**src/design/uart_line_pkg.sv**
```systemverilog
package uart_line_pkg;

	localparam int BAUD_DIV_W = 8;  // bit time is baud_div+1 cycles

	typedef enum logic [1:0] {DL5 = 2'd0, DL6 = 2'd1, DL7 = 2'd2, DL8 = 2'd3} data_len_e;
	typedef enum logic [1:0] {SL1 = 2'd0, SL2 = 2'd1} stop_len_e;  // codes 2 and 3 act as SL2
	typedef enum logic [1:0] {PAR_ODD, PAR_EVEN, PAR_MARK, PAR_SPACE} parity_e;

	// frame FSM states, same sequence for both directions
	typedef enum logic [2:0] {IDLE, START, DATA, PARITY, STOP} line_state_e;

	function automatic logic [2:0] last_data_bit(data_len_e dl);
		return 3'd4 + 3'(dl);
	endfunction

	function automatic logic parity_bit(logic [7:0] data, data_len_e dl, parity_e pt);
		logic [7:0] mask;
		logic x;
		mask = 8'hff >> (2'd3 - 2'(dl));  // only bits on the line
		x = ^(data & mask);
		case (pt)
			PAR_ODD: return ~x;
			PAR_EVEN: return x;
			PAR_MARK: return 1'b1;
			default: return 1'b0;
		endcase
	endfunction

endpackage

```
**src/design/uart_reg_pkg.sv**
```systemverilog
package uart_reg_pkg;

	localparam int ADDR_W = 6;  // word address bits

	typedef enum logic [1:0] {
		REG_STATUS = 2'd0,
		REG_LEVEL = 2'd1,
		REG_MODE = 2'd2,
		REG_DATA = 2'd3
	} reg_addr_e;

	localparam int FIFO_AW = 4;  // 16 entries each way
	localparam int RX_IRQ_LEVEL = 12;
	localparam int RX_IDLE_CYCLES = 2000;
	localparam int IDLE_CNT_W = $clog2(RX_IDLE_CYCLES);

	// mode register fields
	localparam int MODE_DIV_LSB = 8;
	localparam int MODE_DL_LSB = 6;
	localparam int MODE_SL_LSB = 4;
	localparam int MODE_PAR_EN = 3;
	localparam int MODE_PAR_LSB = 1;
	localparam int MODE_EN = 0;

	localparam int ST_TX_EMPTY = 0;
	localparam int ST_RX_NOT_EMPTY = 1;
	localparam int ST_TX_OVERFLOW = 2;
	localparam int ST_RX_UNDERFLOW = 3;
	localparam int ST_RX_OVERFLOW = 4;
	localparam int ST_FRAME_ERROR = 5;
	localparam int ST_TX_ACTIVE = 30;
	localparam int ST_RX_BUSY = 31;

	localparam int LVL_RX_LSB = 16;  // rx count in upper half, tx free space in lower

endpackage

```
**src/design/uart_fifo.sv**
```systemverilog
`timescale 1ns/1ps

module uart_fifo #(
	parameter int AW = 4
) (
	input logic clk,
	input logic rst,
	input logic clr_i,
	input logic push_i,
	input logic [7:0] wdata_i,
	input logic pop_i,
	output logic [7:0] rdata_o,
	output logic full_o,
	output logic empty_o,
	output logic [AW:0] count_o
);

	logic [7:0] mem [2**AW];
	logic [AW:0] wr_ptr;  // extra bit tells full from empty
	logic [AW:0] rd_ptr;
	logic do_push;
	logic do_pop;

	assign do_push = push_i && !full_o;
	assign do_pop = pop_i && !empty_o;

	always_ff @(posedge clk) begin
		if (rst || clr_i) begin
			wr_ptr <= '0;
			rd_ptr <= '0;
		end else begin
			if (do_push)
				wr_ptr <= wr_ptr + 1'b1;
			if (do_pop)
				rd_ptr <= rd_ptr + 1'b1;
		end
	end

	always_ff @(posedge clk) begin
		if (do_push)
			mem[wr_ptr[AW-1:0]] <= wdata_i;
	end

	// head is visible without a pop
	assign rdata_o = mem[rd_ptr[AW-1:0]];

	assign count_o = wr_ptr - rd_ptr;
	assign full_o = count_o[AW];
	assign empty_o = (count_o == '0);

endmodule

```
**src/design/uart_tx.sv**
```systemverilog
`timescale 1ns/1ps

module uart_tx
	import uart_line_pkg::*;
(
	input logic clk,
	input logic rst,
	input logic [BAUD_DIV_W-1:0] baud_div_i,
	input data_len_e data_len_i,
	input stop_len_e stop_len_i,
	input logic par_en_i,
	input parity_e par_type_i,
	input logic en_i,
	input logic [7:0] data_i,
	output logic ack_o,
	output logic busy_o,
	output logic tx_o
);

	line_state_e state;
	logic [BAUD_DIV_W-1:0] bit_cnt;  // cycles into current bit
	logic [2:0] bit_idx;
	logic stop_two;  // second stop bit running
	logic [7:0] shreg;
	logic par_bit;
	logic bit_end;

	assign bit_end = (bit_cnt == baud_div_i);
	assign ack_o = (state == IDLE) && en_i;  // byte taken on this edge
	assign busy_o = (state != IDLE);

	always_ff @(posedge clk) begin
		if (rst) begin
			state <= IDLE;
			bit_cnt <= '0;
			bit_idx <= '0;
			stop_two <= 1'b0;
		end else begin
			bit_cnt <= (state == IDLE || bit_end) ? '0 : bit_cnt + 1'b1;
			case (state)
				IDLE: begin
					if (en_i)
						state <= START;
				end
				START: begin
					if (bit_end) begin
						state <= DATA;
						bit_idx <= '0;
					end
				end
				DATA: begin
					if (bit_end) begin
						bit_idx <= bit_idx + 1'b1;
						if (bit_idx == last_data_bit(data_len_i))
							state <= par_en_i ? PARITY : STOP;
					end
				end
				PARITY: begin
					if (bit_end)
						state <= STOP;
				end
				default: begin
					if (bit_end) begin
						if (stop_len_i == SL1 || stop_two) begin
							state <= IDLE;
							stop_two <= 1'b0;
						end else begin
							stop_two <= 1'b1;
						end
					end
				end
			endcase
		end
	end

	always_ff @(posedge clk) begin
		if (ack_o) begin
			shreg <= data_i;
			par_bit <= parity_bit(data_i, data_len_i, par_type_i);
		end else if (state == DATA && bit_end) begin
			shreg <= shreg >> 1;  // lsb first
		end
	end

	always_comb begin
		case (state)
			START: tx_o = 1'b0;
			DATA: tx_o = shreg[0];
			PARITY: tx_o = par_bit;
			default: tx_o = 1'b1;  // idle and stop level
		endcase
	end

endmodule

```
**src/design/uart_rx.sv**
```systemverilog
`timescale 1ns/1ps

module uart_rx
	import uart_line_pkg::*;
(
	input logic clk,
	input logic rst,
	input logic [BAUD_DIV_W-1:0] baud_div_i,
	input data_len_e data_len_i,
	input stop_len_e stop_len_i,
	input logic par_en_i,
	input parity_e par_type_i,
	input logic en_i,
	input logic rx_i,
	output logic [7:0] data_o,
	output logic valid_o,
	output logic err_o,
	output logic busy_o
);

	logic rx_s1;
	logic rx_s2;
	logic rx_prev;  // for falling edge
	line_state_e state;
	logic [BAUD_DIV_W-1:0] bit_cnt;
	logic [2:0] bit_idx;
	logic stop_two;
	logic frame_bad;  // parity or first stop bit wrong
	logic [7:0] shreg;
	logic sample;
	logic half_bit;
	logic last_stop;

	assign sample = (bit_cnt == baud_div_i);
	assign half_bit = (bit_cnt == (baud_div_i >> 1));
	assign last_stop = (stop_len_i == SL1) || stop_two;
	assign data_o = shreg;
	assign busy_o = (state != IDLE);

	always_ff @(posedge clk) begin
		if (rst) begin
			rx_s1 <= 1'b1;
			rx_s2 <= 1'b1;
			rx_prev <= 1'b1;
		end else begin
			rx_s1 <= rx_i;
			rx_s2 <= rx_s1;
			rx_prev <= rx_s2;
		end
	end

	always_ff @(posedge clk) begin
		if (rst) begin
			state <= IDLE;
			bit_cnt <= '0;
			bit_idx <= '0;
			stop_two <= 1'b0;
			frame_bad <= 1'b0;
			valid_o <= 1'b0;
			err_o <= 1'b0;
		end else begin
			valid_o <= 1'b0;
			err_o <= 1'b0;
			bit_cnt <= (state == IDLE || sample) ? '0 : bit_cnt + 1'b1;
			case (state)
				IDLE: begin
					if (en_i && rx_prev && !rx_s2)
						state <= START;
				end
				START: begin
					if (half_bit) begin  // recheck start at its middle
						bit_cnt <= '0;
						bit_idx <= '0;
						stop_two <= 1'b0;
						frame_bad <= 1'b0;
						state <= rx_s2 ? IDLE : DATA;
					end
				end
				DATA: begin
					if (sample) begin
						bit_idx <= bit_idx + 1'b1;
						if (bit_idx == last_data_bit(data_len_i))
							state <= par_en_i ? PARITY : STOP;
					end
				end
				PARITY: begin
					if (sample) begin
						if (rx_s2 != parity_bit(shreg, data_len_i, par_type_i))
							frame_bad <= 1'b1;
						state <= STOP;
					end
				end
				default: begin
					// frame ends at the middle of the last stop bit
					if (sample) begin
						if (last_stop) begin
							state <= IDLE;
							err_o <= frame_bad || !rx_s2;
							valid_o <= !frame_bad && rx_s2;
						end else begin
							stop_two <= 1'b1;
							if (!rx_s2)
								frame_bad <= 1'b1;
						end
					end
				end
			endcase
		end
	end

	always_ff @(posedge clk) begin
		if (state == START && half_bit)
			shreg <= '0;  // unused upper bits stay zero
		else if (state == DATA && sample)
			shreg[bit_idx] <= rx_s2;
	end

endmodule

```
**src/design/wb_uart.sv**
```systemverilog
`timescale 1ns/1ps

module wb_uart
	import uart_line_pkg::*;
	import uart_reg_pkg::*;
(
	input logic clk,
	input logic rst,
	input logic rx_i,
	output logic tx_o,
	input logic wbs_cs_i,
	input logic [ADDR_W-1:0] wbs_addr_i,
	input logic [3:0] wbs_sel_i,
	input logic [31:0] wbs_data_i,
	input logic wbs_we_i,
	output logic [31:0] wbs_data_o,
	output logic wbs_ack_o,
	output logic irq_o
);

	logic [31:0] reg_mode;
	data_len_e mode_dl;
	stop_len_e mode_sl;
	parity_e mode_pt;
	logic accept;
	logic addr_ok;
	reg_addr_e reg_sel;
	logic mode_wr;
	logic data_wr;
	logic data_rd;
	logic [31:0] rd_word;
	logic [31:0] status;
	logic [31:0] level;
	logic tx_en;
	logic tx_ack;
	logic tx_busy;
	logic [7:0] tx_data;
	logic tx_full;
	logic tx_empty;
	logic [FIFO_AW:0] tx_count;
	logic [FIFO_AW:0] tx_free;
	logic [7:0] rx_data;
	logic rx_valid;
	logic rx_err;
	logic rx_busy;
	logic [7:0] rx_head;
	logic rx_full;
	logic rx_empty;
	logic [FIFO_AW:0] rx_count;
	logic tx_of;
	logic rx_of;
	logic rx_uf;
	logic frame_err;
	logic tx_empty_q;
	logic [FIFO_AW:0] rx_count_q;
	logic [IDLE_CNT_W-1:0] idle_cnt;
	logic irq_event;

	assign mode_dl = data_len_e'(reg_mode[MODE_DL_LSB +: 2]);
	assign mode_sl = stop_len_e'(reg_mode[MODE_SL_LSB +: 2]);
	assign mode_pt = parity_e'(reg_mode[MODE_PAR_LSB +: 2]);

	// one transfer per cs, ack must fall before the next
	assign accept = wbs_cs_i && !wbs_ack_o;
	assign addr_ok = (wbs_addr_i[ADDR_W-1:2] == '0);
	assign reg_sel = reg_addr_e'(wbs_addr_i[1:0]);
	assign mode_wr = accept && addr_ok && reg_sel == REG_MODE && wbs_we_i;
	assign data_wr = accept && addr_ok && reg_sel == REG_DATA && wbs_we_i;
	assign data_rd = accept && addr_ok && reg_sel == REG_DATA && !wbs_we_i;

	assign tx_en = reg_mode[MODE_EN] && !tx_empty;
	assign tx_free = (FIFO_AW+1)'(2**FIFO_AW) - tx_count;

	uart_tx u_tx (
		.clk(clk),
		.rst(rst),
		.baud_div_i(reg_mode[MODE_DIV_LSB +: BAUD_DIV_W]),
		.data_len_i(mode_dl),
		.stop_len_i(mode_sl),
		.par_en_i(reg_mode[MODE_PAR_EN]),
		.par_type_i(mode_pt),
		.en_i(tx_en),
		.data_i(tx_data),
		.ack_o(tx_ack),
		.busy_o(tx_busy),
		.tx_o(tx_o)
	);

	uart_rx u_rx (
		.clk(clk),
		.rst(rst),
		.baud_div_i(reg_mode[MODE_DIV_LSB +: BAUD_DIV_W]),
		.data_len_i(mode_dl),
		.stop_len_i(mode_sl),
		.par_en_i(reg_mode[MODE_PAR_EN]),
		.par_type_i(mode_pt),
		.en_i(reg_mode[MODE_EN]),
		.rx_i(rx_i),
		.data_o(rx_data),
		.valid_o(rx_valid),
		.err_o(rx_err),
		.busy_o(rx_busy)
	);

	uart_fifo #(.AW(FIFO_AW)) tx_fifo (
		.clk(clk),
		.rst(rst),
		.clr_i(mode_wr),
		.push_i(data_wr),
		.wdata_i(wbs_data_i[7:0]),  // sel ignored for data
		.pop_i(tx_ack),
		.rdata_o(tx_data),
		.full_o(tx_full),
		.empty_o(tx_empty),
		.count_o(tx_count)
	);

	uart_fifo #(.AW(FIFO_AW)) rx_fifo (
		.clk(clk),
		.rst(rst),
		.clr_i(mode_wr),
		.push_i(rx_valid),
		.wdata_i(rx_data),
		.pop_i(data_rd),
		.rdata_o(rx_head),
		.full_o(rx_full),
		.empty_o(rx_empty),
		.count_o(rx_count)
	);

	always_comb begin
		status = '0;
		status[ST_TX_EMPTY] = tx_empty;
		status[ST_RX_NOT_EMPTY] = !rx_empty;
		status[ST_TX_OVERFLOW] = tx_of;
		status[ST_RX_UNDERFLOW] = rx_uf;
		status[ST_RX_OVERFLOW] = rx_of;
		status[ST_FRAME_ERROR] = frame_err;
		status[ST_TX_ACTIVE] = tx_busy;
		status[ST_RX_BUSY] = rx_busy;
		level = '0;
		level[LVL_RX_LSB +: FIFO_AW+1] = rx_count;
		level[0 +: FIFO_AW+1] = tx_free;
	end

	always_comb begin
		rd_word = '0;  // unmapped words read zero
		if (addr_ok) begin
			case (reg_sel)
				REG_STATUS: rd_word = status;
				REG_LEVEL: rd_word = level;
				REG_MODE: rd_word = reg_mode;
				default: rd_word = rx_empty ? '0 : {24'b0, rx_head};
			endcase
		end
	end

	always_ff @(posedge clk) begin
		if (rst) begin
			reg_mode <= '0;
			wbs_ack_o <= 1'b0;
		end else begin
			wbs_ack_o <= accept;
			if (mode_wr) begin
				for (int i = 0; i < 4; i++) begin
					if (wbs_sel_i[i])
						reg_mode[8*i +: 8] <= wbs_data_i[8*i +: 8];
				end
			end
		end
	end

	always_ff @(posedge clk) begin
		wbs_data_o <= accept ? rd_word : '0;
	end

	// sticky flags, cleared by any mode write
	always_ff @(posedge clk) begin
		if (rst || mode_wr) begin
			tx_of <= 1'b0;
			rx_of <= 1'b0;
			rx_uf <= 1'b0;
			frame_err <= 1'b0;
		end else begin
			if (data_wr && tx_full)
				tx_of <= 1'b1;
			if (rx_valid && rx_full)
				rx_of <= 1'b1;
			if (data_rd && rx_empty)
				rx_uf <= 1'b1;
			if (rx_err)
				frame_err <= 1'b1;
		end
	end

	// idle time of unread rx data
	always_ff @(posedge clk) begin
		if (rst || rx_empty || data_rd)
			idle_cnt <= '0;
		else if (idle_cnt == IDLE_CNT_W'(RX_IDLE_CYCLES-1))
			idle_cnt <= '0;
		else
			idle_cnt <= idle_cnt + 1'b1;
	end

	assign irq_event = (tx_empty && !tx_empty_q)
		|| (rx_count == (FIFO_AW+1)'(RX_IRQ_LEVEL)
			&& rx_count_q == (FIFO_AW+1)'(RX_IRQ_LEVEL-1))
		|| rx_err
		|| (idle_cnt == IDLE_CNT_W'(RX_IDLE_CYCLES-1))
		|| (data_wr && tx_full)
		|| (rx_valid && rx_full)
		|| (data_rd && rx_empty);

	always_ff @(posedge clk) begin
		if (rst) begin
			tx_empty_q <= 1'b1;
			rx_count_q <= '0;
			irq_o <= 1'b0;
		end else begin
			tx_empty_q <= tx_empty;
			rx_count_q <= rx_count;
			irq_o <= irq_event;
		end
	end

endmodule

```
**config.mk**
```make
export PLATFORM = sky130hd
export DESIGN_NAME = wb_uart
export DESIGN_NICKNAME = d
export VERILOG_FILES = /design/src/design/uart_line_pkg.sv /design/src/design/uart_reg_pkg.sv /design/src/design/uart_fifo.sv /design/src/design/uart_tx.sv /design/src/design/uart_rx.sv /design/src/design/wb_uart.sv
export SDC_FILE = /design/constraint.sdc
export NUM_CORES = 1
export LEC_CHECK = 0
export BUFFER_PORTS_ARGS = -buffer_cell sky130_fd_sc_hd__buf_4
export CORE_ASPECT_RATIO = 1.4
export CORE_UTILIZATION = 35
export CTS_BUF_LIST = sky130_fd_sc_hd__clkbuf_16
export DETAILED_ROUTE_END_ITERATION = 10
export PLACE_DENSITY = 0.5
export REMOVE_ABC_BUFFERS = 1
export SYNTH_ARGS = -nofsm -noshare
export SYNTH_HDL_FRONTEND = slang
export SYNTH_SLANG_ARGS = --single-unit
```
**constraint.sdc**
```tcl
create_clock -name clk -period 5.6 [get_ports clk]
set_clock_uncertainty 0.1 [all_clocks]
set_input_delay 0.84 -clock clk [delete_from_list [all_inputs] [get_ports clk]]
set_output_delay 0.84 -clock clk [all_outputs]
set_load 0.01 [all_outputs]
```
* Word-level counts from Yosys, hierarchy flattened *
Memory sizes are Yosys's and may differ from the RTL's. A register that Yosys moved wholly into a read port is not among the register bits.
Index checks and enable logic that the tools add are counted.

operators by class
  $lt $le $gt $ge = 2
  muxes and demuxes = 59
  $add $sub $neg = 14
  reductions and logical operators = 86
  equal/unequal tests = 34
  shift-type cells = 1
  bitwise logic cells = 9

operator list
  cell                   number
  $pmux 32 s3            1
  $mux 3                 19
  $mux 8                 6
  $logic_and 1x1->1      25
  $pmux 3 s4             2
  $reduce_and 7->1       3
  $add 5x1->5 const B    4
  $ne 2x1->1 const B     10
  $mux 1                 17
  $add 8x1->8 const B    2
  $and 8x8->8            2
  $eq 8x8->1             2
  $mux 4                 4
  $reduce_xor 8->1       2
  $logic_or 1x1->1       14
  $eq 3x2->1 const B     4
  $pmux 1 s3             4
  $pmux 3 s2             2
  $reduce_and 2->1       6
  $add 11x1->11 const B  1
  $eq 11x11->1 const B   1
  $eq 5x4->1 const B     2
  $logic_not 5->1        2
  $reduce_bool 2->1      5
  other kinds (33)       65

storage, ports and cells
  flip-flop bits (word level) = 160
  word-level logic and storage cells = 242
  memories = 2
  memory bits (writable) = 256

memories
  name         depth  bits a word  read ports  clocked after Yosys merged registers in  write ports  line             RTL
  rx_fifo.mem  16     8            1           1                                        1            uart_fifo.sv:18  logic [7:0] mem [2**AW];
  tx_fifo.mem  16     8            1           1                                        1            uart_fifo.sv:18

* Depth between registers and ports, before layout *
Gate-level depths: netlist of run 1.

  depth after elaboration = 13
  mapped depth = 17
  depth with buffers taken out = 17

* Modules after synthesis *
From an unflattened synthesis of run 1, not the netlist that was laid out.

unflattened totals
  cell total of the unflattened synthesis = 1231
  area total of the unflattened synthesis = 18023.5 um^2

modules (own cells, without submodules)
  module     times used  area an instance (um^2)  seq. area each (um^2)  cells an instance
  uart_fifo  2           5884.4                   4124.0                 289
  wb_uart    1           3268.1                   1741.7                 323
  uart_rx    1           1661.6                   580.6                  199
  uart_tx    1           1325.0                   570.5                  131

* Least setup slack after synthesis of run 1 *
OpenSTA, ideal clock, no wires.

  path kind = reg2reg
  start = register tx_fifo.wr_ptr[0]
  end = register u_tx.state[1]
  stages on the path, launching flop included = 18
  path slack = 2.199 ns
  arrival time = 3.231 ns
  required time = 5.429 ns
  library setup time = 0.071 ns
  cell sequence = dfxtp_1 > inv_1 > ha_1 > inv_1 > fa_1 > a21o_1 > a21oi_1 > xnor2_1 > inv_1 > ha_1 > inv_1 > nand3_1 > inv_2 > a21oi_1 > a21o_1 > or3b_2 > a21o_1 > a21oi_1

between the ends
  word-level cells in the longest chain between the ends = 6

ends and longest elaborated chain
  element                     line             RTL
  from (decl)                 uart_fifo.sv:19  logic [AW:0] wr_ptr;
  from (signal assigned)      uart_fifo.sv:33  wr_ptr <= wr_ptr + 1'b1;
  $sub 5x5->5                 uart_fifo.sv:47  assign count_o = wr_ptr - rd_ptr;
  $logic_not 5->1             uart_fifo.sv:49  assign empty_o = (count_o == '0);
  net tx_empty                wb_uart.sv:39    logic tx_empty;
  $logic_not 1->1             wb_uart.sv:71    assign tx_en = reg_mode[MODE_EN] && !tx_empty;
  $logic_and 1x1->1           wb_uart.sv:71
  $ne 2x1->1 (no line)        --
  $reduce_and 7->1 (no line)  --
  to (signal assigned)        uart_tx.sv:55    state <= par_en_i ? PARITY : STOP;
  to (decl)                   uart_tx.sv:20    line_state_e state;

The timed path passes the listed nets, and every way through them passes these cells.
A chain may end at the register's enable or synchronous reset.

* Worst setup path after layout of run 1 *
Ends and elaborated chain as after synthesis.

==> results.py, run 1 <==
metrics = {
    "placement": {
        "dp_hpwl_mm": 27.6,
        "finalWeightedCongestion": 0.797,
        "port-buffer-count": 81,
    },
    "sta": {
        "slew_viol_final": 0,
        "period_share": 0.712,
        "hold_viol_final": 0,
        "timing.fmax_mhz": 251,
        "timing.max_slew.rel_slack": 0.220,
        "grt_setup_unrepaired": "false",
        "tns_ns": 0,
        "setup_viol": 0,
        "finalWorstPathRequiredPeriod_ns": 3.99,
        "worst_pin_slew_ns": 1.16,
    },
    "grt": {
        "grt_max_degree": 62,
        "grt_pass1_wl_mm": 61.5,
        "antenna_found_initial": 0,
        "grt.total_usage": 0.164,
        "grt_pass1_vias": 9870,
        "grt-ovfl-total": 0,
    },
    "synthesis": {
        "syn_area_mm2": 0.0172,
        "ys_ff_latch": 424,
        "synth_edf_count": 265,
        "synth.distinct_cells": 60,
        "yosysTopAreaCell": "edfxtp_1",
        "ys.warnings.count": 0,
        "seq_area_frac_synth": 0.647,
        "synthCells": 1225,
        "avgSynthCellArea_um2": 14.1,
        "synth_area_leaders": "edfxtp_1, dfxtp_1, mux4_2",
        "synth_most_common_cell": "edfxtp_1",
        "netlist.area_leader.share": 0.462,
        "synthTopCellsByCount": "edfxtp_1, nor2_1, dfxtp_1",
        "async_reset_ff_frac": 0,
        "ys.flop_type": "edfxtp_1",
    },
    "hold_path": {
        "worstHoldPathType": "flip-flop to flip-flop",
    },
    "clock_network": {
        "post_cts_buffers": 0,
        "cts_sinks": 424,
        "htree_levels": 2,
        "cts-resized-gates": 0,
        "clk_pin_slew_ns": 0.06,
        "cts_buffers": 43,
        "cts-root-buf": "clkbuf_16",
        "cts_tree": "done",
        "clk_latency_ns": 0.56,
        "hold_buffers": 0,
        "clockBufferDepth": 3,
    },
    "power": {
        "p_sw_mw": 1.28,
        "clockPowerShare": 0.444,
        "peakVddDrop_mv": 0.220,
        "comb_power_share": 0.017,
        "p_per_area_mw_per_mm2": 311,
        "p_leak_nw": 6.87,
        "pwr-share-seq": 0.538,
        "switching_share": 0.208,
        "p_int_mw": 4.88,
    },
    "job": {
        "maxCapViolCount": 0,
    },
    "finish": {
        "num-nets-final": 1381,
        "final_util": 0.410,
        "fillers": 4583,
        "insertedDiodeCount": 0,
        "multi_input_comb_area_mm2": 0.00569,
        "regArea_mm2": 0.0111,
        "layout-drive-gt1-share": 0.172,
        "area_growth_pct": 14.8,
    },
    "route": {
        "wl_per_cell_um": 20.6,
        "vias": 9769,
        "via_per_inst": 4.96,
        "ant_nets": 0,
        "first_pass_iters": 5,
        "wl_mm": 40.5,
        "drt-initial-drc-count": 586,
        "drc": 0,
    },
    "floorplan": {
        "die_h_um": 264,
        "dieArea_mm2": 0.0501,
        "initial_utilization": 0.357,
        "row_count": 95,
        "io_pins": 82,
        "die_x_um": 189,
        "coreArea_mm2": 0.0483,
    },
    "run_status": {
        "status": "complete, no violations",
    },
    "worst_setup_path": {
        "end_kind": "flip-flop",
        "path_max_fanout": 15,
        "required_ns": 5.97,
        "start_kind": "flip-flop",
        "path_class": "flip-flop to flip-flop",
        "critPathArrivalTime_ns": 4.36,
    },
}
-- flip-flops by register name (all words and copies together) (netlist names), 3 cells and up, named ones only --
| signal | count |
|---|---|
| u_rx.bit_idx | 3 |
| tx_fifo.rd_ptr | 5 |
| rx_count_q | 5 |
| rx_fifo.mem | 128 |
| u_rx.data_o | 8 |
| u_tx.state | 3 |
| reg_mode | 32 |
| u_tx.bit_idx | 3 |
| tx_fifo.mem | 128 |
| u_rx.state | 3 |
| rx_fifo.rd_ptr | 5 |
| idle_cnt | 11 |
| u_tx.shreg | 8 |
| u_rx.bit_cnt | 8 |
| u_tx.bit_cnt | 8 |
| tx_fifo.wr_ptr | 5 |
| wbs_data_o | 32 |
| rx_fifo.wr_ptr | 5 |
-- final timing paths --
kind                    to               from  slack (ns)  cells past startpoint
min reg2reg     u_rx.rx_s2         u_rx.rx_s1        0.31                      1
max          u_tx.state[1]  tx_fifo.wr_ptr[0]        1.61                     17
min             u_rx.rx_s2         u_rx.rx_s1        0.31                      1
max reg2reg  u_tx.state[1]  tx_fifo.wr_ptr[0]        1.61                     17
-- final cells by class --
type | count | share of cell area
clock buffers | 43 | 0.0544
clock inverters | 36 | 0.0125
inverters | 38 | 0.00721
multi-input cells | 708 | 0.288
flip-flops and latches | 424 | 0.563
well taps | 630 | 0.0399
repair buffers | 92 | 0.0349
-- per-stage QoR --
stage | hold slack, ns | instance area (um^2) | power, mW | setup WS [ns] | std cells
floorplan | 0.289 | 17000 | 3.42 | 2.05 | 1170
global placement | 0.301 | 18500 | 3.49 | 1.71 | 1892
detailed placement | 0.300 | 18500 | 3.49 | 1.64 | 1892
CTS | 0.314 | 19800 | 6.24 | 1.62 | 1971
global route | 0.327 | 19800 | 6.36 | 1.30 | 1971
finish | 0.309 | 19800 | 6.16 | 1.61 | 1971
-- critical path, stage by stage, from the launching register on --
cell	delay (ns)
dfxtp_1	0.35
inv_1	0.12
ha_1	0.16
inv_1	0.06
fa_1	0.45
a21o_1	0.17
a21oi_1	0.16
xnor2_1	0.22
inv_1	0.10
ha_1	0.22
inv_1	0.08
nand3_1	0.31
inv_2	0.36
a21oi_1	0.12
a21o_1	0.22
or3b_2	0.44
a21o_1	0.16
a21oi_1	0.11
-- layout by cell type (no fill, tap or decap), types with 6 or more instances in the layout --
master,synthesis,layout
a21o_1,6,6
a21oi_1,33,33
a22oi_1,15,15
and2_1,20,20
and3_1,12,12
buf_4,4,92
clkbuf_16,0,43
clkinv_1,0,13
dfxtp_1,159,157
edfxtp_1,265,265
ha_1,25,25
inv_1,37,43
mux2i_1,52,52
mux4_1,12,12
mux4_2,60,60
nand2_1,67,67
nand2b_1,7,7
nand3_1,26,26
nand4_1,11,11
nor2_1,160,160
nor2b_1,9,9
nor3_1,18,17
o21ai_0,15,15
o22ai_1,6,6
or2_2,6,6
or3_1,8,8
xnor2_1,46,46
xor2_1,41,41
-- layer usage --
| metal | GRT usage | share of wire | routed length [um] | up-vias |
|---|---|---|---|---|
| li1 | - | - | - | 4650 |
| met2 | 0.296 | 0.53 | 21600 | 127 |
| met5 | 0 | 0 | 0 | - |
| met3 | 0.0230 | 0.027 | 1100 | 53 |
| met4 | 0.0482 | 0.022 | 904 | 0 |
| met1 | 0.200 | 0.42 | 16900 | 4939 |
-- kinds of logic (layout without fill, tap and decap cells) --
kind of cell,count (synthesis),count (layout),synth area share
buf+inv,93,209,0.0230
xor+xnor,88,88,0.0455
simple gates,367,367,0.0985
mux,124,124,0.127
compound gates,102,102,0.0386
fa+ha+maj,27,27,0.0205
flops,424,424,0.647
-- power groups by stage --
stage	registers (mW)	logic (mW)	clock network, mW
3_5_place_dp	3.38	0.109	0
2_1_floorplan	3.38	0.0378	0
5_1_grt	3.31	0.117	2.93
3_3_place_gp	3.38	0.109	0
4_1_cts	3.32	0.109	2.82
6_report	3.32	0.107	2.74
(Power assumes the default switching activity.)
==> inputs of run 2 (changes only) <==
clock period = 4.15 ns   (was 5.6 ns; I/O delays follow)
==> results.py, run 2 (same netlist as run 1, synthesis figures left out) <==
metrics = {
    "hold_path": {
        "whs_path_depth": 2,
        "worstHoldPathType": "input port to flip-flop",
    },
    "grt": {
        "grt_max_degree": 62,
        "grt_pass1_wl_mm": 62.2,
        "grt-ovfl-total": 0,
        "antenna_found_initial": 1,
        "grt_pass1_vias": 10100,
        "grt.total_usage": 0.166,
    },
    "clock_network": {
        "cts_sinks": 424,
        "hold_buffers": 0,
        "cts_tree": "done",
        "clk_pin_slew_ns": 0.06,
        "post_cts_buffers": 0,
        "cts-root-buf": "clkbuf_16",
        "htree_levels": 2,
        "cts-resized-gates": 0,
        "cts_buffers": 43,
        "clk_latency_ns": 0.54,
        "clockBufferDepth": 3,
    },
    "power": {
        "pwr-share-seq": 0.520,
        "peakVddDrop_mv": 0.325,
        "p_per_area_mw_per_mm2": 428,
        "power_mw": 8.60,
        "p_int_mw": 6.91,
        "clockPowerShare": 0.464,
        "switching_share": 0.197,
        "comb_power_share": 0.016,
        "p_sw_mw": 1.70,
        "p_leak_nw": 7.07,
    },
    "finish": {
        "multi_input_comb_area_mm2": 0.00569,
        "area_growth_pct": 16.7,
        "fillers": 4595,
        "layout-drive-gt1-share": 0.188,
        "mostFrequentLayoutCell": "edfxtp_1",
        "fin_cells": 1995,
        "regArea_mm2": 0.0111,
        "final_cell_mix": "edfxtp_1, nor2_1, dfxtp_1",
        "insertedDiodeCount": 0,
        "num-nets-final": 1405,
    },
    "sta": {
        "timing.fmax_mhz": 283,
        "setup_viol": 0,
        "grt_setup_unrepaired": "false",
        "finalWorstPathRequiredPeriod_ns": 3.53,
        "worst_pin_slew_ns": 0.929,
        "hold_viol_final": 0,
        "hold_slack_ns": 0.169,
        "timing.max_slew.rel_slack": 0.380,
        "tns_ns": 0,
        "slew_viol_final": 0,
        "period_share": 0.851,
    },
    "worst_setup_path": {
        "end_kind": "flip-flop",
        "cpMaxStageDelayCell": "nor2_1",
        "path_max_fanout": 8,
        "max_stage_delay_ns": 0.67,
        "crit_chain": "inv_1 > ha_1 > inv_1 > fa_1 > a21o_1 > a21oi_1 > xnor2_1 > and2_1 > nand2_1 > nor2_1",
        "required_ns": 4.22,
        "crit_top_cell": "inv_1",
        "reg2reg_depth": 10,
        "path_class": "flip-flop to flip-flop",
        "start_kind": "flip-flop",
        "critPathArrivalTime_ns": 3.60,
    },
    "floorplan": {
        "initial_utilization": 0.357,
        "coreArea_mm2": 0.0483,
        "row_count": 95,
        "dieArea_mm2": 0.0501,
        "io_pins": 82,
        "die_h_um": 264,
        "die_x_um": 189,
    },
    "route": {
        "wl_per_cell_um": 20.4,
        "drt-initial-drc-count": 487,
        "first_pass_iters": 5,
        "vias": 9914,
        "via_per_inst": 4.97,
        "drc": 0,
        "ant_nets": 0,
        "wl_mm": 40.7,
    },
    "placement": {
        "dp_hpwl_mm": 28.0,
        "post-place-cells": 1916,
        "port-buffer-count": 81,
        "finalWeightedCongestion": 0.793,
    },
    "job": {
        "maxCapViolCount": 0,
    },
    "run_status": {
        "status": "complete, no violations",
    },
}
==> run 2: changes by cell type in the layout (fill, tap and decap cells not counted) <==
cell / previous run / this run
clkinv_4: 1 / 0
clkinvlp_2: 4 / 1
inv_1: 43 / 42
bufinv_16: 3 / 7
clkbuf_16: 43 / 45
buf_12: 0 / 1
clkinv_2: 4 / 8
clkinv_1: 13 / 11
buf_4: 92 / 115
inv_6: 3 / 0
==> run 2: power by group through the flow <==
stage / clock network, mW / logic, mW / registers [mW]
floorplan: 0 / 0.0510 / 4.56
global placement: 0 / 0.143 / 4.57
detailed placement: 0 / 0.143 / 4.57
CTS: 4.11 / 0.144 / 4.47
global route: 4.26 / 0.155 / 4.47
finish: 3.99 / 0.140 / 4.48
==> run 2: cell type report <==
| class | instances | share of cell area |
|---|---|---|
| flip-flops and latches | 424 | 0.554 |
| multi-input cells | 708 | 0.283 |
| clock buffers | 45 | 0.0560 |
| repair buffers | 116 | 0.0439 |
| well taps | 630 | 0.0392 |
| clock inverters | 34 | 0.0162 |
| inverters | 38 | 0.00710 |
==> run 2: worst paths after layout <==
path	startpoint	endpoint	slack [ns]
setup / recovery	rx_fifo.wr_ptr[0]	rx_fifo.mem[7][2]	0.62
hold / removal	rx_i	u_rx.rx_s1	0.17
setup reg to reg	rx_fifo.wr_ptr[0]	rx_fifo.mem[7][2]	0.62
hold reg to reg	u_rx.rx_s1	u_rx.rx_s2	0.31
==> run 2: per-layer routing <==
layer	up-vias	share of wire	global-route usage
li1	4719	-	-
met1	4968	0.42	0.205
met2	158	0.52	0.293
met3	67	0.028	0.0234
met4	2	0.029	0.0569
met5	-	0.00047	0
==> run 2: through the flow <==
step	utilization	setup WS [ns]	area, um^2
2_1_floorplan	-	0.658	17000
3_3_place_gp	0.386	0.783	18600
3_5_place_dp	0.386	0.600	18600
4_1_cts	0.417	0.584	20100
5_1_grt	0.417	0.363	20100
6_report	0.417	0.618	20100
==> run 2: critical path: cells and delay by family (launching register included) <==
family | cells | cell delay [ns]
AOI/OAI and AO/OA | 2 | 0.34
xor gates and xnor gates | 1 | 0.29
DFF | 1 | 0.35
adders and majority gates | 2 | 0.64
buffers and inverters | 2 | 0.18
and+or+nand+nor | 3 | 1.27
